===== src/hw/video_pkg.sv =====
package video_pkg;

    //////////////////////////////
    // default raster geometry
    //////////////////////////////
    localparam int DEF_H_ACTIVE = 8;         // visible pixels per line
    localparam int DEF_H_FRONT  = 2;         // horizontal front porch
    localparam int DEF_H_SYNC   = 3;         // hsync pulse width
    localparam int DEF_H_BACK   = 2;         // horizontal back porch

    localparam int DEF_V_ACTIVE = 4;         // visible lines per frame
    localparam int DEF_V_FRONT  = 1;         // vertical front porch, in lines
    localparam int DEF_V_SYNC   = 2;         // vsync pulse width, in lines
    localparam int DEF_V_BACK   = 1;         // vertical back porch, in lines

    localparam int DEF_DEBOUNCE_CYCLES = 16; // button must hold this long

    localparam int WORD_BYTES = 4;           // bytes per frame memory word

    //////////////////////////////
    // shared bundles
    //////////////////////////////
    typedef struct packed {
        logic       valid;                   // one byte this cycle
        logic [7:0] data;                    // byte from the stream source
    } byte_in_t;

    typedef struct packed {
        logic [7:0] r;
        logic [7:0] g;
        logic [7:0] b;
    } rgb_t;

    typedef struct packed {
        logic        we;                     // single cycle write strobe
        logic [15:0] addr;                   // word address, low bits used
        logic [31:0] data;                   // first byte in 31:24
    } wr_req_t;

    typedef struct packed {
        logic hsync;                         // active low
        logic vsync;                         // active low
        logic de;                            // active high
        rgb_t rgb;
    } video_t;

    typedef enum logic {
        IDLE,                                // readout off, raster held at zero
        RUN                                  // raster counting
    } raster_state_e;

endpackage


===== src/hw/byte_packer.sv =====
`timescale 1ns/1ps

module byte_packer #(
    parameter int FRAME_WORDS = video_pkg::DEF_H_ACTIVE * video_pkg::DEF_V_ACTIVE
) (
    input  logic                clk,      // system clock
    input  logic                rst_n,    // sync reset
    input  video_pkg::byte_in_t byte_in,  // strobe plus byte, always accepted
    output video_pkg::wr_req_t  wr        // one write per four bytes
);

    import video_pkg::*;

    localparam int LANE_W = $clog2(WORD_BYTES);
    localparam int HEAD_W = (WORD_BYTES - 1) * 8;   // bytes held until the last lands
    localparam int WORD_W = WORD_BYTES * 8;
    localparam int ADDR_W = (FRAME_WORDS > 1) ? $clog2(FRAME_WORDS) : 1;

    logic [LANE_W-1:0] lane;        // byte position in the group
    logic [HEAD_W-1:0] head;        // earlier bytes, oldest on top
    logic              last_byte;   // fourth byte arriving now
    logic [ADDR_W-1:0] next_addr;   // address for the next word
    logic              wr_we;
    logic [ADDR_W-1:0] wr_addr;
    logic [WORD_W-1:0] wr_data;

    assign last_byte = byte_in.valid && (lane == LANE_W'(WORD_BYTES - 1));

    //////////////////////////////
    // byte collection
    //////////////////////////////
    always_ff @(posedge clk) begin
        if (!rst_n) begin
            lane <= '0;
        end else if (byte_in.valid) begin
            lane <= lane + 1'b1;                     // wraps after the fourth byte
        end
    end

    always_ff @(posedge clk) begin
        if (byte_in.valid) begin
            head <= {head[HEAD_W-9:0], byte_in.data}; // shift up, newest low
        end
    end

    //////////////////////////////
    // write request
    //////////////////////////////
    always_ff @(posedge clk) begin
        if (!rst_n) begin
            wr_we     <= 1'b0;
            wr_addr   <= '0;
            next_addr <= '0;
        end else begin
            wr_we <= last_byte;                      // one cycle pulse
            if (last_byte) begin
                wr_addr <= next_addr;
                // wrap at one frame
                next_addr <= (next_addr == ADDR_W'(FRAME_WORDS - 1)) ? '0
                                                                     : next_addr + 1'b1;
            end
        end
    end

    always_ff @(posedge clk) begin
        if (last_byte) begin
            wr_data <= {head, byte_in.data};         // first byte ends up in 31:24
        end
    end

    assign wr = '{we: wr_we, addr: 16'(wr_addr), data: wr_data};

endmodule


===== src/hw/frame_buffer.sv =====
`timescale 1ns/1ps

module frame_buffer #(
    parameter int FRAME_WORDS = video_pkg::DEF_H_ACTIVE * video_pkg::DEF_V_ACTIVE
) (
    input  logic               clk,      // system clock
    input  video_pkg::wr_req_t wr,       // write port from the packer
    input  logic [15:0]        rd_addr,  // read word address
    output logic [31:0]        rd_data   // valid one cycle after rd_addr
);

    import video_pkg::*;

    localparam int WORD_W = WORD_BYTES * 8;
    localparam int ADDR_W = (FRAME_WORDS > 1) ? $clog2(FRAME_WORDS) : 1;

    logic [WORD_W-1:0] mem [0:FRAME_WORDS-1];   // one frame of packed words
    logic [ADDR_W-1:0] wr_idx;                  // low bits of the write address
    logic [ADDR_W-1:0] rd_idx;                  // low bits of the read address

    assign wr_idx = wr.addr[ADDR_W-1:0];
    assign rd_idx = rd_addr[ADDR_W-1:0];

    //////////////////////////////
    // write port
    //////////////////////////////
    always_ff @(posedge clk) begin
        if (wr.we) begin
            mem[wr_idx] <= wr.data;
        end
    end

    //////////////////////////////
    // registered read port
    //////////////////////////////
    always_ff @(posedge clk) begin
        rd_data <= mem[rd_idx];                 // old data on same address collision
    end

endmodule


===== src/hw/key_toggle.sv =====
`timescale 1ns/1ps

module key_toggle #(
    parameter int DEBOUNCE_CYCLES = video_pkg::DEF_DEBOUNCE_CYCLES
) (
    input  logic clk,              // system clock
    input  logic rst_n,            // sync reset
    input  logic key_in,           // raw button, low when pressed
    output logic read_enable       // readout on/off state
);

    localparam int CNT_W = (DEBOUNCE_CYCLES > 1) ? $clog2(DEBOUNCE_CYCLES) : 1;

    logic             key_meta;    // first sync flop
    logic             key_sync;    // second sync flop
    logic             key_db;      // debounced level
    logic             key_db_q;    // debounced level, last cycle
    logic [CNT_W-1:0] stable_cnt;  // cycles the new level has held
    logic             key_fall;    // debounced press seen

    //////////////////////////////
    // two flop synchronizer
    //////////////////////////////
    always_ff @(posedge clk) begin
        if (!rst_n) begin
            key_meta <= 1'b1;      // released
            key_sync <= 1'b1;
        end else begin
            key_meta <= key_in;
            key_sync <= key_meta;
        end
    end

    //////////////////////////////
    // debounce counter
    //////////////////////////////
    always_ff @(posedge clk) begin
        if (!rst_n) begin
            stable_cnt <= '0;
            key_db     <= 1'b1;
        end else if (key_sync == key_db) begin
            stable_cnt <= '0;                          // bounce, start over
        end else if (stable_cnt == CNT_W'(DEBOUNCE_CYCLES - 1)) begin
            stable_cnt <= '0;
            key_db     <= key_sync;                    // held long enough
        end else begin
            stable_cnt <= stable_cnt + 1'b1;
        end
    end

    assign key_fall = key_db_q & ~key_db;              // high to low on debounced level

    // toggle on every press
    always_ff @(posedge clk) begin
        if (!rst_n) begin
            key_db_q    <= 1'b1;
            read_enable <= 1'b0;                       // readout off after reset
        end else begin
            key_db_q    <= key_db;
            read_enable <= read_enable ^ key_fall;
        end
    end

endmodule


===== src/hw/video_buffer_top.sv =====
`timescale 1ns/1ps

module video_buffer_top #(
    parameter int H_ACTIVE        = video_pkg::DEF_H_ACTIVE,
    parameter int H_FRONT         = video_pkg::DEF_H_FRONT,
    parameter int H_SYNC          = video_pkg::DEF_H_SYNC,
    parameter int H_BACK          = video_pkg::DEF_H_BACK,
    parameter int V_ACTIVE        = video_pkg::DEF_V_ACTIVE,
    parameter int V_FRONT         = video_pkg::DEF_V_FRONT,
    parameter int V_SYNC          = video_pkg::DEF_V_SYNC,
    parameter int V_BACK          = video_pkg::DEF_V_BACK,
    parameter int DEBOUNCE_CYCLES = video_pkg::DEF_DEBOUNCE_CYCLES
) (
    input  logic                clk,          // single system clock
    input  logic                rst_n,        // sync reset
    input  logic                key_in,       // readout button, active low
    input  video_pkg::byte_in_t byte_in,      // byte stream, no back-pressure
    output logic                read_enable,  // readout state
    output video_pkg::video_t   video         // raster output
);

    import video_pkg::*;

    localparam int FRAME_WORDS = H_ACTIVE * V_ACTIVE;   // one word per pixel

    wr_req_t     wr_req;       // packer to memory
    logic [15:0] rd_addr;      // timing to memory
    logic [31:0] rd_data;      // memory to timing

    //////////////////////////////
    // button control
    //////////////////////////////
    key_toggle #(
        .DEBOUNCE_CYCLES (DEBOUNCE_CYCLES)
    ) key_toggle_inst (
        .clk         (clk        ),
        .rst_n       (rst_n      ),
        .key_in      (key_in     ),
        .read_enable (read_enable)
    );

    //////////////////////////////
    // write path
    //////////////////////////////
    byte_packer #(
        .FRAME_WORDS (FRAME_WORDS)
    ) byte_packer_inst (
        .clk     (clk    ),
        .rst_n   (rst_n  ),
        .byte_in (byte_in),
        .wr      (wr_req )
    );

    frame_buffer #(
        .FRAME_WORDS (FRAME_WORDS)
    ) frame_buffer_inst (
        .clk     (clk    ),
        .wr      (wr_req ),
        .rd_addr (rd_addr),
        .rd_data (rd_data)
    );

    //////////////////////////////
    // read path and raster
    //////////////////////////////
    video_timing #(
        .H_ACTIVE (H_ACTIVE),
        .H_FRONT  (H_FRONT ),
        .H_SYNC   (H_SYNC  ),
        .H_BACK   (H_BACK  ),
        .V_ACTIVE (V_ACTIVE),
        .V_FRONT  (V_FRONT ),
        .V_SYNC   (V_SYNC  ),
        .V_BACK   (V_BACK  )
    ) video_timing_inst (
        .clk         (clk        ),
        .rst_n       (rst_n      ),
        .read_enable (read_enable),   // off holds the raster at pixel 0
        .rd_addr     (rd_addr    ),
        .rd_data     (rd_data    ),
        .video       (video      )
    );

endmodule


===== src/hw/video_timing.sv =====
`timescale 1ns/1ps

module video_timing #(
    parameter int H_ACTIVE = video_pkg::DEF_H_ACTIVE,
    parameter int H_FRONT  = video_pkg::DEF_H_FRONT,
    parameter int H_SYNC   = video_pkg::DEF_H_SYNC,
    parameter int H_BACK   = video_pkg::DEF_H_BACK,
    parameter int V_ACTIVE = video_pkg::DEF_V_ACTIVE,
    parameter int V_FRONT  = video_pkg::DEF_V_FRONT,
    parameter int V_SYNC   = video_pkg::DEF_V_SYNC,
    parameter int V_BACK   = video_pkg::DEF_V_BACK
) (
    input  logic              clk,          // pixel clock
    input  logic              rst_n,        // sync reset
    input  logic              read_enable,  // readout on, raster runs
    output logic [15:0]       rd_addr,      // frame memory read address
    input  logic [31:0]       rd_data,      // word one cycle after rd_addr
    output video_pkg::video_t video         // sync, de and rgb
);

    import video_pkg::*;

    localparam int H_TOTAL     = H_SYNC + H_BACK + H_ACTIVE + H_FRONT;
    localparam int V_TOTAL     = V_SYNC + V_BACK + V_ACTIVE + V_FRONT;
    localparam int H_ACT_BEG   = H_SYNC + H_BACK;       // first visible column
    localparam int H_ACT_END   = H_ACT_BEG + H_ACTIVE;  // one past the last
    localparam int V_ACT_BEG   = V_SYNC + V_BACK;
    localparam int V_ACT_END   = V_ACT_BEG + V_ACTIVE;
    localparam int FRAME_WORDS = H_ACTIVE * V_ACTIVE;
    localparam int H_W   = (H_TOTAL > 1) ? $clog2(H_TOTAL) : 1;
    localparam int V_W   = (V_TOTAL > 1) ? $clog2(V_TOTAL) : 1;
    localparam int PIX_W = (FRAME_WORDS > 1) ? $clog2(FRAME_WORDS) : 1;

    raster_state_e    state;
    logic [H_W-1:0]   h_cnt;        // column within the line
    logic [V_W-1:0]   v_cnt;        // line within the frame
    logic [PIX_W-1:0] pix_addr;     // next word to show
    logic             line_end;     // last column
    logic             frame_end;    // last column of the last line
    logic             running;
    logic             hsync_c, vsync_c, de_c;     // from the counters
    logic             hsync_d, vsync_d, de_d;     // aligned with rd_data
    logic             hsync_q, vsync_q, de_q;     // output register
    rgb_t             rgb_q;

    assign running   = (state == RUN);
    assign line_end  = (h_cnt == H_W'(H_TOTAL - 1));
    assign frame_end = line_end && (v_cnt == V_W'(V_TOTAL - 1));

    //////////////////////////////
    // raster position decode
    //////////////////////////////
    assign hsync_c = ~(running && (int'(h_cnt) < H_SYNC));   // low for the sync part
    assign vsync_c = ~(running && (int'(v_cnt) < V_SYNC));   // whole sync lines
    assign de_c    = running
                     && (int'(h_cnt) >= H_ACT_BEG) && (int'(h_cnt) < H_ACT_END)
                     && (int'(v_cnt) >= V_ACT_BEG) && (int'(v_cnt) < V_ACT_END);

    assign rd_addr = 16'(pix_addr);                          // read every cycle

    //////////////////////////////
    // state and counters
    //////////////////////////////
    always_ff @(posedge clk) begin
        if (!rst_n || !read_enable) begin
            state    <= IDLE;                                // held at pixel 0
            h_cnt    <= '0;
            v_cnt    <= '0;
            pix_addr <= '0;
        end else begin
            case (state)
                IDLE: state <= RUN;                          // counters already zero
                RUN: begin
                    h_cnt <= line_end ? '0 : h_cnt + 1'b1;
                    if (line_end) begin
                        v_cnt <= frame_end ? '0 : v_cnt + 1'b1;
                    end
                    if (frame_end) begin
                        pix_addr <= '0;                      // new frame starts at word 0
                    end else if (de_c) begin
                        pix_addr <= (pix_addr == PIX_W'(FRAME_WORDS - 1)) ? '0
                                                                          : pix_addr + 1'b1;
                    end
                end
                default: state <= IDLE;
            endcase
        end
    end

    // delay controls one cycle to meet the memory data, then register all
    always_ff @(posedge clk) begin
        if (!rst_n || !read_enable) begin
            hsync_d <= 1'b1;
            vsync_d <= 1'b1;
            de_d    <= 1'b0;
            hsync_q <= 1'b1;                                 // inactive while off
            vsync_q <= 1'b1;
            de_q    <= 1'b0;
        end else begin
            hsync_d <= hsync_c;
            vsync_d <= vsync_c;
            de_d    <= de_c;
            hsync_q <= hsync_d;
            vsync_q <= vsync_d;
            de_q    <= de_d;
        end
    end

    always_ff @(posedge clk) begin
        rgb_q <= de_d ? rgb_t'(rd_data[31:8]) : '0;          // byte 7:0 dropped
    end

    assign video = '{hsync: hsync_q, vsync: vsync_q, de: de_q, rgb: rgb_q};

endmodule


===== config.mk =====
export PLATFORM = sky130hd
export DESIGN_NAME = video_buffer_top
export DESIGN_NICKNAME = d
export VERILOG_FILES = /design/src/hw/video_pkg.sv /design/src/hw/byte_packer.sv /design/src/hw/frame_buffer.sv /design/src/hw/key_toggle.sv /design/src/hw/video_buffer_top.sv /design/src/hw/video_timing.sv
export SDC_FILE = /design/constraint.sdc
export NUM_CORES = 1
export LEC_CHECK = 0
export BUFFER_PORTS_ARGS = -buffer_cell sky130_fd_sc_hd__buf_2
export CORE_ASPECT_RATIO = 0.9
export CORE_UTILIZATION = 40
export DETAILED_ROUTE_END_ITERATION = 10
export PLACE_DENSITY = 0.65
export RECOVER_POWER = 100
export SLEW_MARGIN = 20
export SYNTH_ARGS = -nofsm -noshare
export SYNTH_HDL_FRONTEND = slang
export SYNTH_SLANG_ARGS = --single-unit

===== constraint.sdc =====
create_clock -name clk -period 2.5 [get_ports clk]
set_clock_uncertainty 0.1 [all_clocks]
set_input_delay 0.125 -clock clk [delete_from_list [all_inputs] [get_ports clk]]
set_output_delay 0.125 -clock clk [all_outputs]
set_load 0.02 [all_outputs]

# [Word-level counts from Yosys, hierarchy flattened]
# Memories as Yosys holds them, arrays and structs flattened. A register that Yosys moved wholly into a read port is not among the register bits.
# Index checks and enable logic that the tools add are counted.
[classes] add_sub_neg=6 multipliers=0 n_div=0 magnitude_cmp=6 eq_ne=7 shifts=0 mux=9 bitwise=7 n_reduce_logical=16
[op_table] cell="2-to-1 mux 5 bit" count=4
[op_table] cell="adder 5 x 1 -> 5 bit, second input constant" count=2
[op_table] cell="== test 5 bit, second input constant" count=2
[op_table] cell="adder 4 x 1 -> 4 bit, second input constant" count=2
[op_table] cell="== test 4 bit, second input constant" count=2
[op_table] cell="logical AND 1 bit" count=8
[op_table] cell="AND reduction 2 bit" count=3
[op_table] cell="inverter 1 bit" count=5
[op_table] cell=">= comparator 4 x 3 -> 1 bit, second input constant" count=1
[op_table] cell="< comparator 4 x 2 -> 1 bit, second input constant" count=1
[op_table] cell="< comparator 4 bit, second input constant" count=1
[op_table] cell="2-to-1 mux 4 bit" count=1
[op_table] cell="adder 3 x 1 -> 3 bit, second input constant" count=1
[op_table] cell="== test 3 bit, second input constant" count=1
[op_table] cell=">= comparator 3 x 2 -> 1 bit, second input constant" count=1
[op_table] cell="< comparator 3 x 2 -> 1 bit, second input constant" count=1
[op_table] cell="< comparator 3 bit, second input constant" count=1
[op_table] cell="2-to-1 mux 1 bit" count=3
[op_table] cell="2-to-1 mux 3 bit" count=1
[op_table] cell="OR reduction 3 bit" count=1
[op_table] cell="adder 2 x 1 -> 2 bit, second input constant" count=1
[op_table] cell="== test 2 bit, second input constant" count=1
[op_table] cell="zero test 1 bit" count=2
[op_table] cell="nonzero test 2 bit" count=1
[op_table] cell="4 further kinds" count=4
[word_totals] register_bits=121 latchBits=0 mem_bits_rw=1024 mem_bits_ro=0 out_inout_bits=28 elab_cells=77 memories=1
[memory_table] name="frame_buffer_inst.mem" depth=32 word_bits=32 read_ports=1 rd_ports_with_merged_regs=1 wr=1 line_no="frame_buffer.sv:17" text="logic [WORD_W-1:0] mem [0:FRAME_WORDS-1];"

# [Depth between registers and ports, before layout]
[depth] depth_word=7 ltp_mapped=7 mapped_depth_nobuf=6

# [Cells and area by module]
# From an unflattened synthesis, not the netlist that was laid out.
[unflattened] hier_cells=2579 area_unflattened_um2=44770.4
[modules_own_cells] module="frame_buffer" instances=1 cells_per_inst=2260 area_per_inst_um2=40485.1
[modules_own_cells] module="byte_packer" instances=1 cells_per_inst=129 area_per_inst_um2=2334.7
[modules_own_cells] module="video_timing" instances=1 cells_per_inst=161 area_per_inst_um2=1634.1
[modules_own_cells] module="key_toggle" instances=1 cells_per_inst=29 area_per_inst_um2=316.6

# [Worst setup path after synthesis]
# No wires, ideal clock.
[synth_path] path_kind="reg2reg" start="register byte_packer_inst.wr_addr[3]" end="memory frame_buffer_inst.mem[10][10] (netlist name), enable pin" arrival_ns=2.050 required_ns=1.995 path_slack_ns=-0.054 stages_incl_launch_ff=4 period_less_slack_ns=2.554 cell_sequence="dfxtp_1 clkbuf_1 or3b_2 nor2_1"
[synth_rtl] element="from (decl)" line_no="byte_packer.sv:24" text="logic [ADDR_W-1:0] wr_addr;"
[synth_rtl] element="from (signal assigned)" line_no="byte_packer.sv:57" text="wr_addr <= next_addr;"
[synth_rtl] element="to (decl)" line_no="frame_buffer.sv:17"
# Straight into the memory's write port.

# [Final worst setup path]
[layout_path] start="register byte_packer_inst.wr_addr[3]" end="memory frame_buffer_inst.mem[9][15] (netlist name), enable pin"
# Straight into the memory's write port.

==> impl_metrics.env <==
export IMPL_ys_seq_area_share_pct=76.4
export IMPL_core_area_um2=84800
export IMPL_synth_distinct_cells=58
export IMPL_clk_latency_ps=620
export IMPL_power_share_sequential_pct=57.1
export IMPL_diodes=0
export IMPL_maxCapViolCount=7
export IMPL_max_freq_ghz=0.421
export IMPL_worstSetupPathType="flop to flop"
export IMPL_hpwl_um=43000
export IMPL_rsz0062_at_grt="false"
export IMPL_final_min_clock_period_ps=2380
export IMPL_worstSetupEndpointType="flop"
export IMPL_synthXorXnorAreaFrac_pct=0.153
export IMPL_power_leakage_nw=11.5
export IMPL_hp_class="input port to flop"
export IMPL_synth_top_family_by_area="multiplexers"
export IMPL_p_int_mw=23.3
export IMPL_initial_core_util_pct=40.6
export IMPL_port_buffers=39
export IMPL_path_delay_family="buffers and inverters"
export IMPL_max_stage_delay_ps=750
export IMPL_grt_pass1_wl_um=111000
export IMPL_viasPerCell=5.39
export IMPL_layout_setup_ws_ps=124
export IMPL_slew_violations=193
export IMPL_fin_area_um2=38800
export IMPL_grt_max_degree=71
export IMPL_synth_edf_count=816
export IMPL_vias=17300
export IMPL_io_pins=40
export IMPL_switchingPower_mw=5.36
export IMPL_syn_area_um2=34400
export IMPL_peakVddDrop_v=0.000501
export IMPL_post_route_period_util_pct=95.0
export IMPL_mostFrequentLayoutCell="edfxtp_1"
export IMPL_drive_above_1_share_pct=12.6
export IMPL_synth_avg_cell_area_um2=18.3
export IMPL_crit_arrival_ps=2520
export IMPL_slew_headroom_pct=-6.59
export IMPL_critical_path_buf_inv_count=1
export IMPL_setup_violations=0
export IMPL_drtIter0Drc=1625
export IMPL_layout_common_cells="816 x edfxtp_1, 390 x mux2i_1, 162 x a22oi_1"
export IMPL_powerDensity_nw_per_um2=740
export IMPL_synth_flop_cell="edfxtp_1"
export IMPL_drc=0
export IMPL_async_flop_share_pct=0
export IMPL_nets=2025
export IMPL_yosys_top_cells_area="edfxtp_1 71%, mux2i_1 11%, dfxtp_1 5.2%"
export IMPL_wirelength_um=74800
export IMPL_fin_tns_setup_ps=0
export IMPL_clkPwrFrac_pct=42.6
export IMPL_postPlaceCellArea_um2=36600
export IMPL_die_area_um2=87200
export IMPL_hold_viol_final=0
export IMPL_gp_congestion=0.789
export IMPL_cts_tree="done"
export IMPL_cts_buffers=83
export IMPL_dr_pass1_iters=8
export IMPL_comb_power_share_pct=0.3
export IMPL_cts_sinks=905
export IMPL_synth_largest_area_cell="edfxtp_1"
export IMPL_die_w_um=311
export IMPL_cts_buffer_depth=3
export IMPL_ys_warn_count=0
export IMPL_placementRows=101
export IMPL_outcome="finished with violations"
export IMPL_cp_required_ps=2650
export IMPL_h_tree_depth=3
export IMPL_wl_per_cell_um=23.4
export IMPL_swShare_pct=18.7
export IMPL_syn_num_nets=1901
export IMPL_grt_pass1_vias=17300
export IMPL_cp_slowest_cell="clkbuf_2"
export IMPL_syn_to_final_growth_pct=12.6
export IMPL_antenna_found_initial=4
export IMPL_post_cts_buffers=0
export IMPL_synth_compound_area_share_pct=5.43
export IMPL_synthSimpleGateAreaFrac_pct=4.00
export IMPL_synth_adder_area_share_pct=0.327
export IMPL_die_y_um=280
export IMPL_synthMuxAreaShare_pct=11.3
export IMPL_violations="max-capacitance violations, max-slew violations"
export IMPL_critPathMaxFanout=24
export IMPL_grt_overflow_total=0
export IMPL_cts_clk_slew_worst_paths_ps=60
export IMPL_startpoint_type="flop"
export IMPL_cts_root_buffer="clkbuf_16"
export IMPL_synth_top_area_share_pct=71.2
export IMPL_path_cells="or3b_2 > nor2_2 > clkbuf_2"
export IMPL_post_place_ws_ps=246
export IMPL_worstMarginPinSlew_ps=1600
export IMPL_track_usage_pct=17.2
export IMPL_antenna_left=0
export IMPL_netlist_instances=1880
export IMPL_synth_seq_cells=905
-- timing repair --
item                      4_1_cts  5_1_grt
hold endpoints to repair       58        0
hold buffers                   12        0
gates resized for setup         0        0
-- kinds of logic after synthesis --
kind of cell               Yosys count
adders and majority gates            9
muxes                              390
DFF                                905
xor gates and xnor gates             6
AOI/OAI and AO/OA                  225
buffers and inverters              113
and+or+nand+nor                    232
-- Yosys cell counts (2+ instances only) --
cell            count
edfxtp_1          816
mux2i_1           390
a22oi_1           152
dfxtp_1            89
nor2_1             65
nand4_1            49
buf_2              46
a22oi_2            40
nand2_1            28
and2_1             26
buf_6              23
clkbuf_1           16
buf_4              13
ha_1                9
nand3_1             9
a21boi_0            8
a21oi_1             6
nand3b_1            6
and3_1              5
buf_8               5
nand2b_1            5
nor3_1              5
o21ai_0             5
or3_1               5
xor2_1              5
a31oi_1             4
and4b_1             4
nor4b_4             4
and4bb_1            3
dlymetal6s2s_1      3
inv_1               3
nor2b_1             3
buf_12              2
nand4b_1            2
or2_2               2
or3b_2              2
-- flip-flops by register name, summed over array words and instances, names as in the netlist, 3 cells and up --
register,count
frame_buffer_inst.mem,768
frame_buffer_inst.rd_data,24
video_timing_inst.pix_addr,5
video_timing_inst.video,24
byte_packer_inst.head,24
byte_packer_inst.wr_data,24
video_timing_inst.v_cnt,3
video_timing_inst.h_cnt,4
byte_packer_inst.next_addr,5
byte_packer_inst.wr_addr,5
key_toggle_inst.stable_cnt,4
-- layer usage --
layer	share of wire (%)	vias up	GRT usage, %
li1	-	7738	-
met1	45	8905	24.2
met2	46	503	27.1
met3	5.9	130	3.01
met4	2.8	0	5.36
met5	0	-	0
-- layout make-up --
cell class | instances | area [um2]
inverters | 4 | 15.0
well taps | 1133 | 1420
clock buffers | 118 | 2300
fillers | 7123 | 46000
multi-input cells | 862 | 7310
repair buffers | 148 | 1110
clock inverters | 34 | 304
flip-flops and latches | 905 | 26300
-- path summary, 6_finish.rpt --
kind                          startpoint                      endpoint  slack [ps]  depth (start not counted)
min reg2reg    byte_packer_inst.head[22]  byte_packer_inst.wr_data[30]         320                          0
max          byte_packer_inst.wr_addr[3]  frame_buffer_inst.mem[9][15]         120                          3
min                           byte_in[6]      byte_packer_inst.head[6]         110                          2
max reg2reg  byte_packer_inst.wr_addr[3]  frame_buffer_inst.mem[9][15]         120                          3
-- worst reg2reg max path: stages (launching register included) --
cell      delay (ps)
dfxtp_1          490
or3b_2           550
nor2_2           100
clkbuf_2         750
-- stage by stage --
stage	hold WS (ps)	instances	total power, mW	utilization, %
floorplan	98.0	1880	16.7	-
detailed placement	205	3040	16.8	43.2
global route	89.1	3204	29.5	45.7
global placement	207	3040	16.8	43.2
finish	110	3204	28.7	45.7
CTS	78.3	3204	28.9	46.4
-- power groups by stage --
stage	combinational (mW)	clock, mW	sequential, mW
after global routing	0.0941	13.0	16.4
after global placement	0.0722	0	16.7
after CTS	0.0902	12.4	16.4
final	0.0848	12.2	16.4
after detailed placement	0.0758	0	16.7
after floorplan	0.0226	0	16.7
No activity file was read; power rests on OpenSTA's default activity.
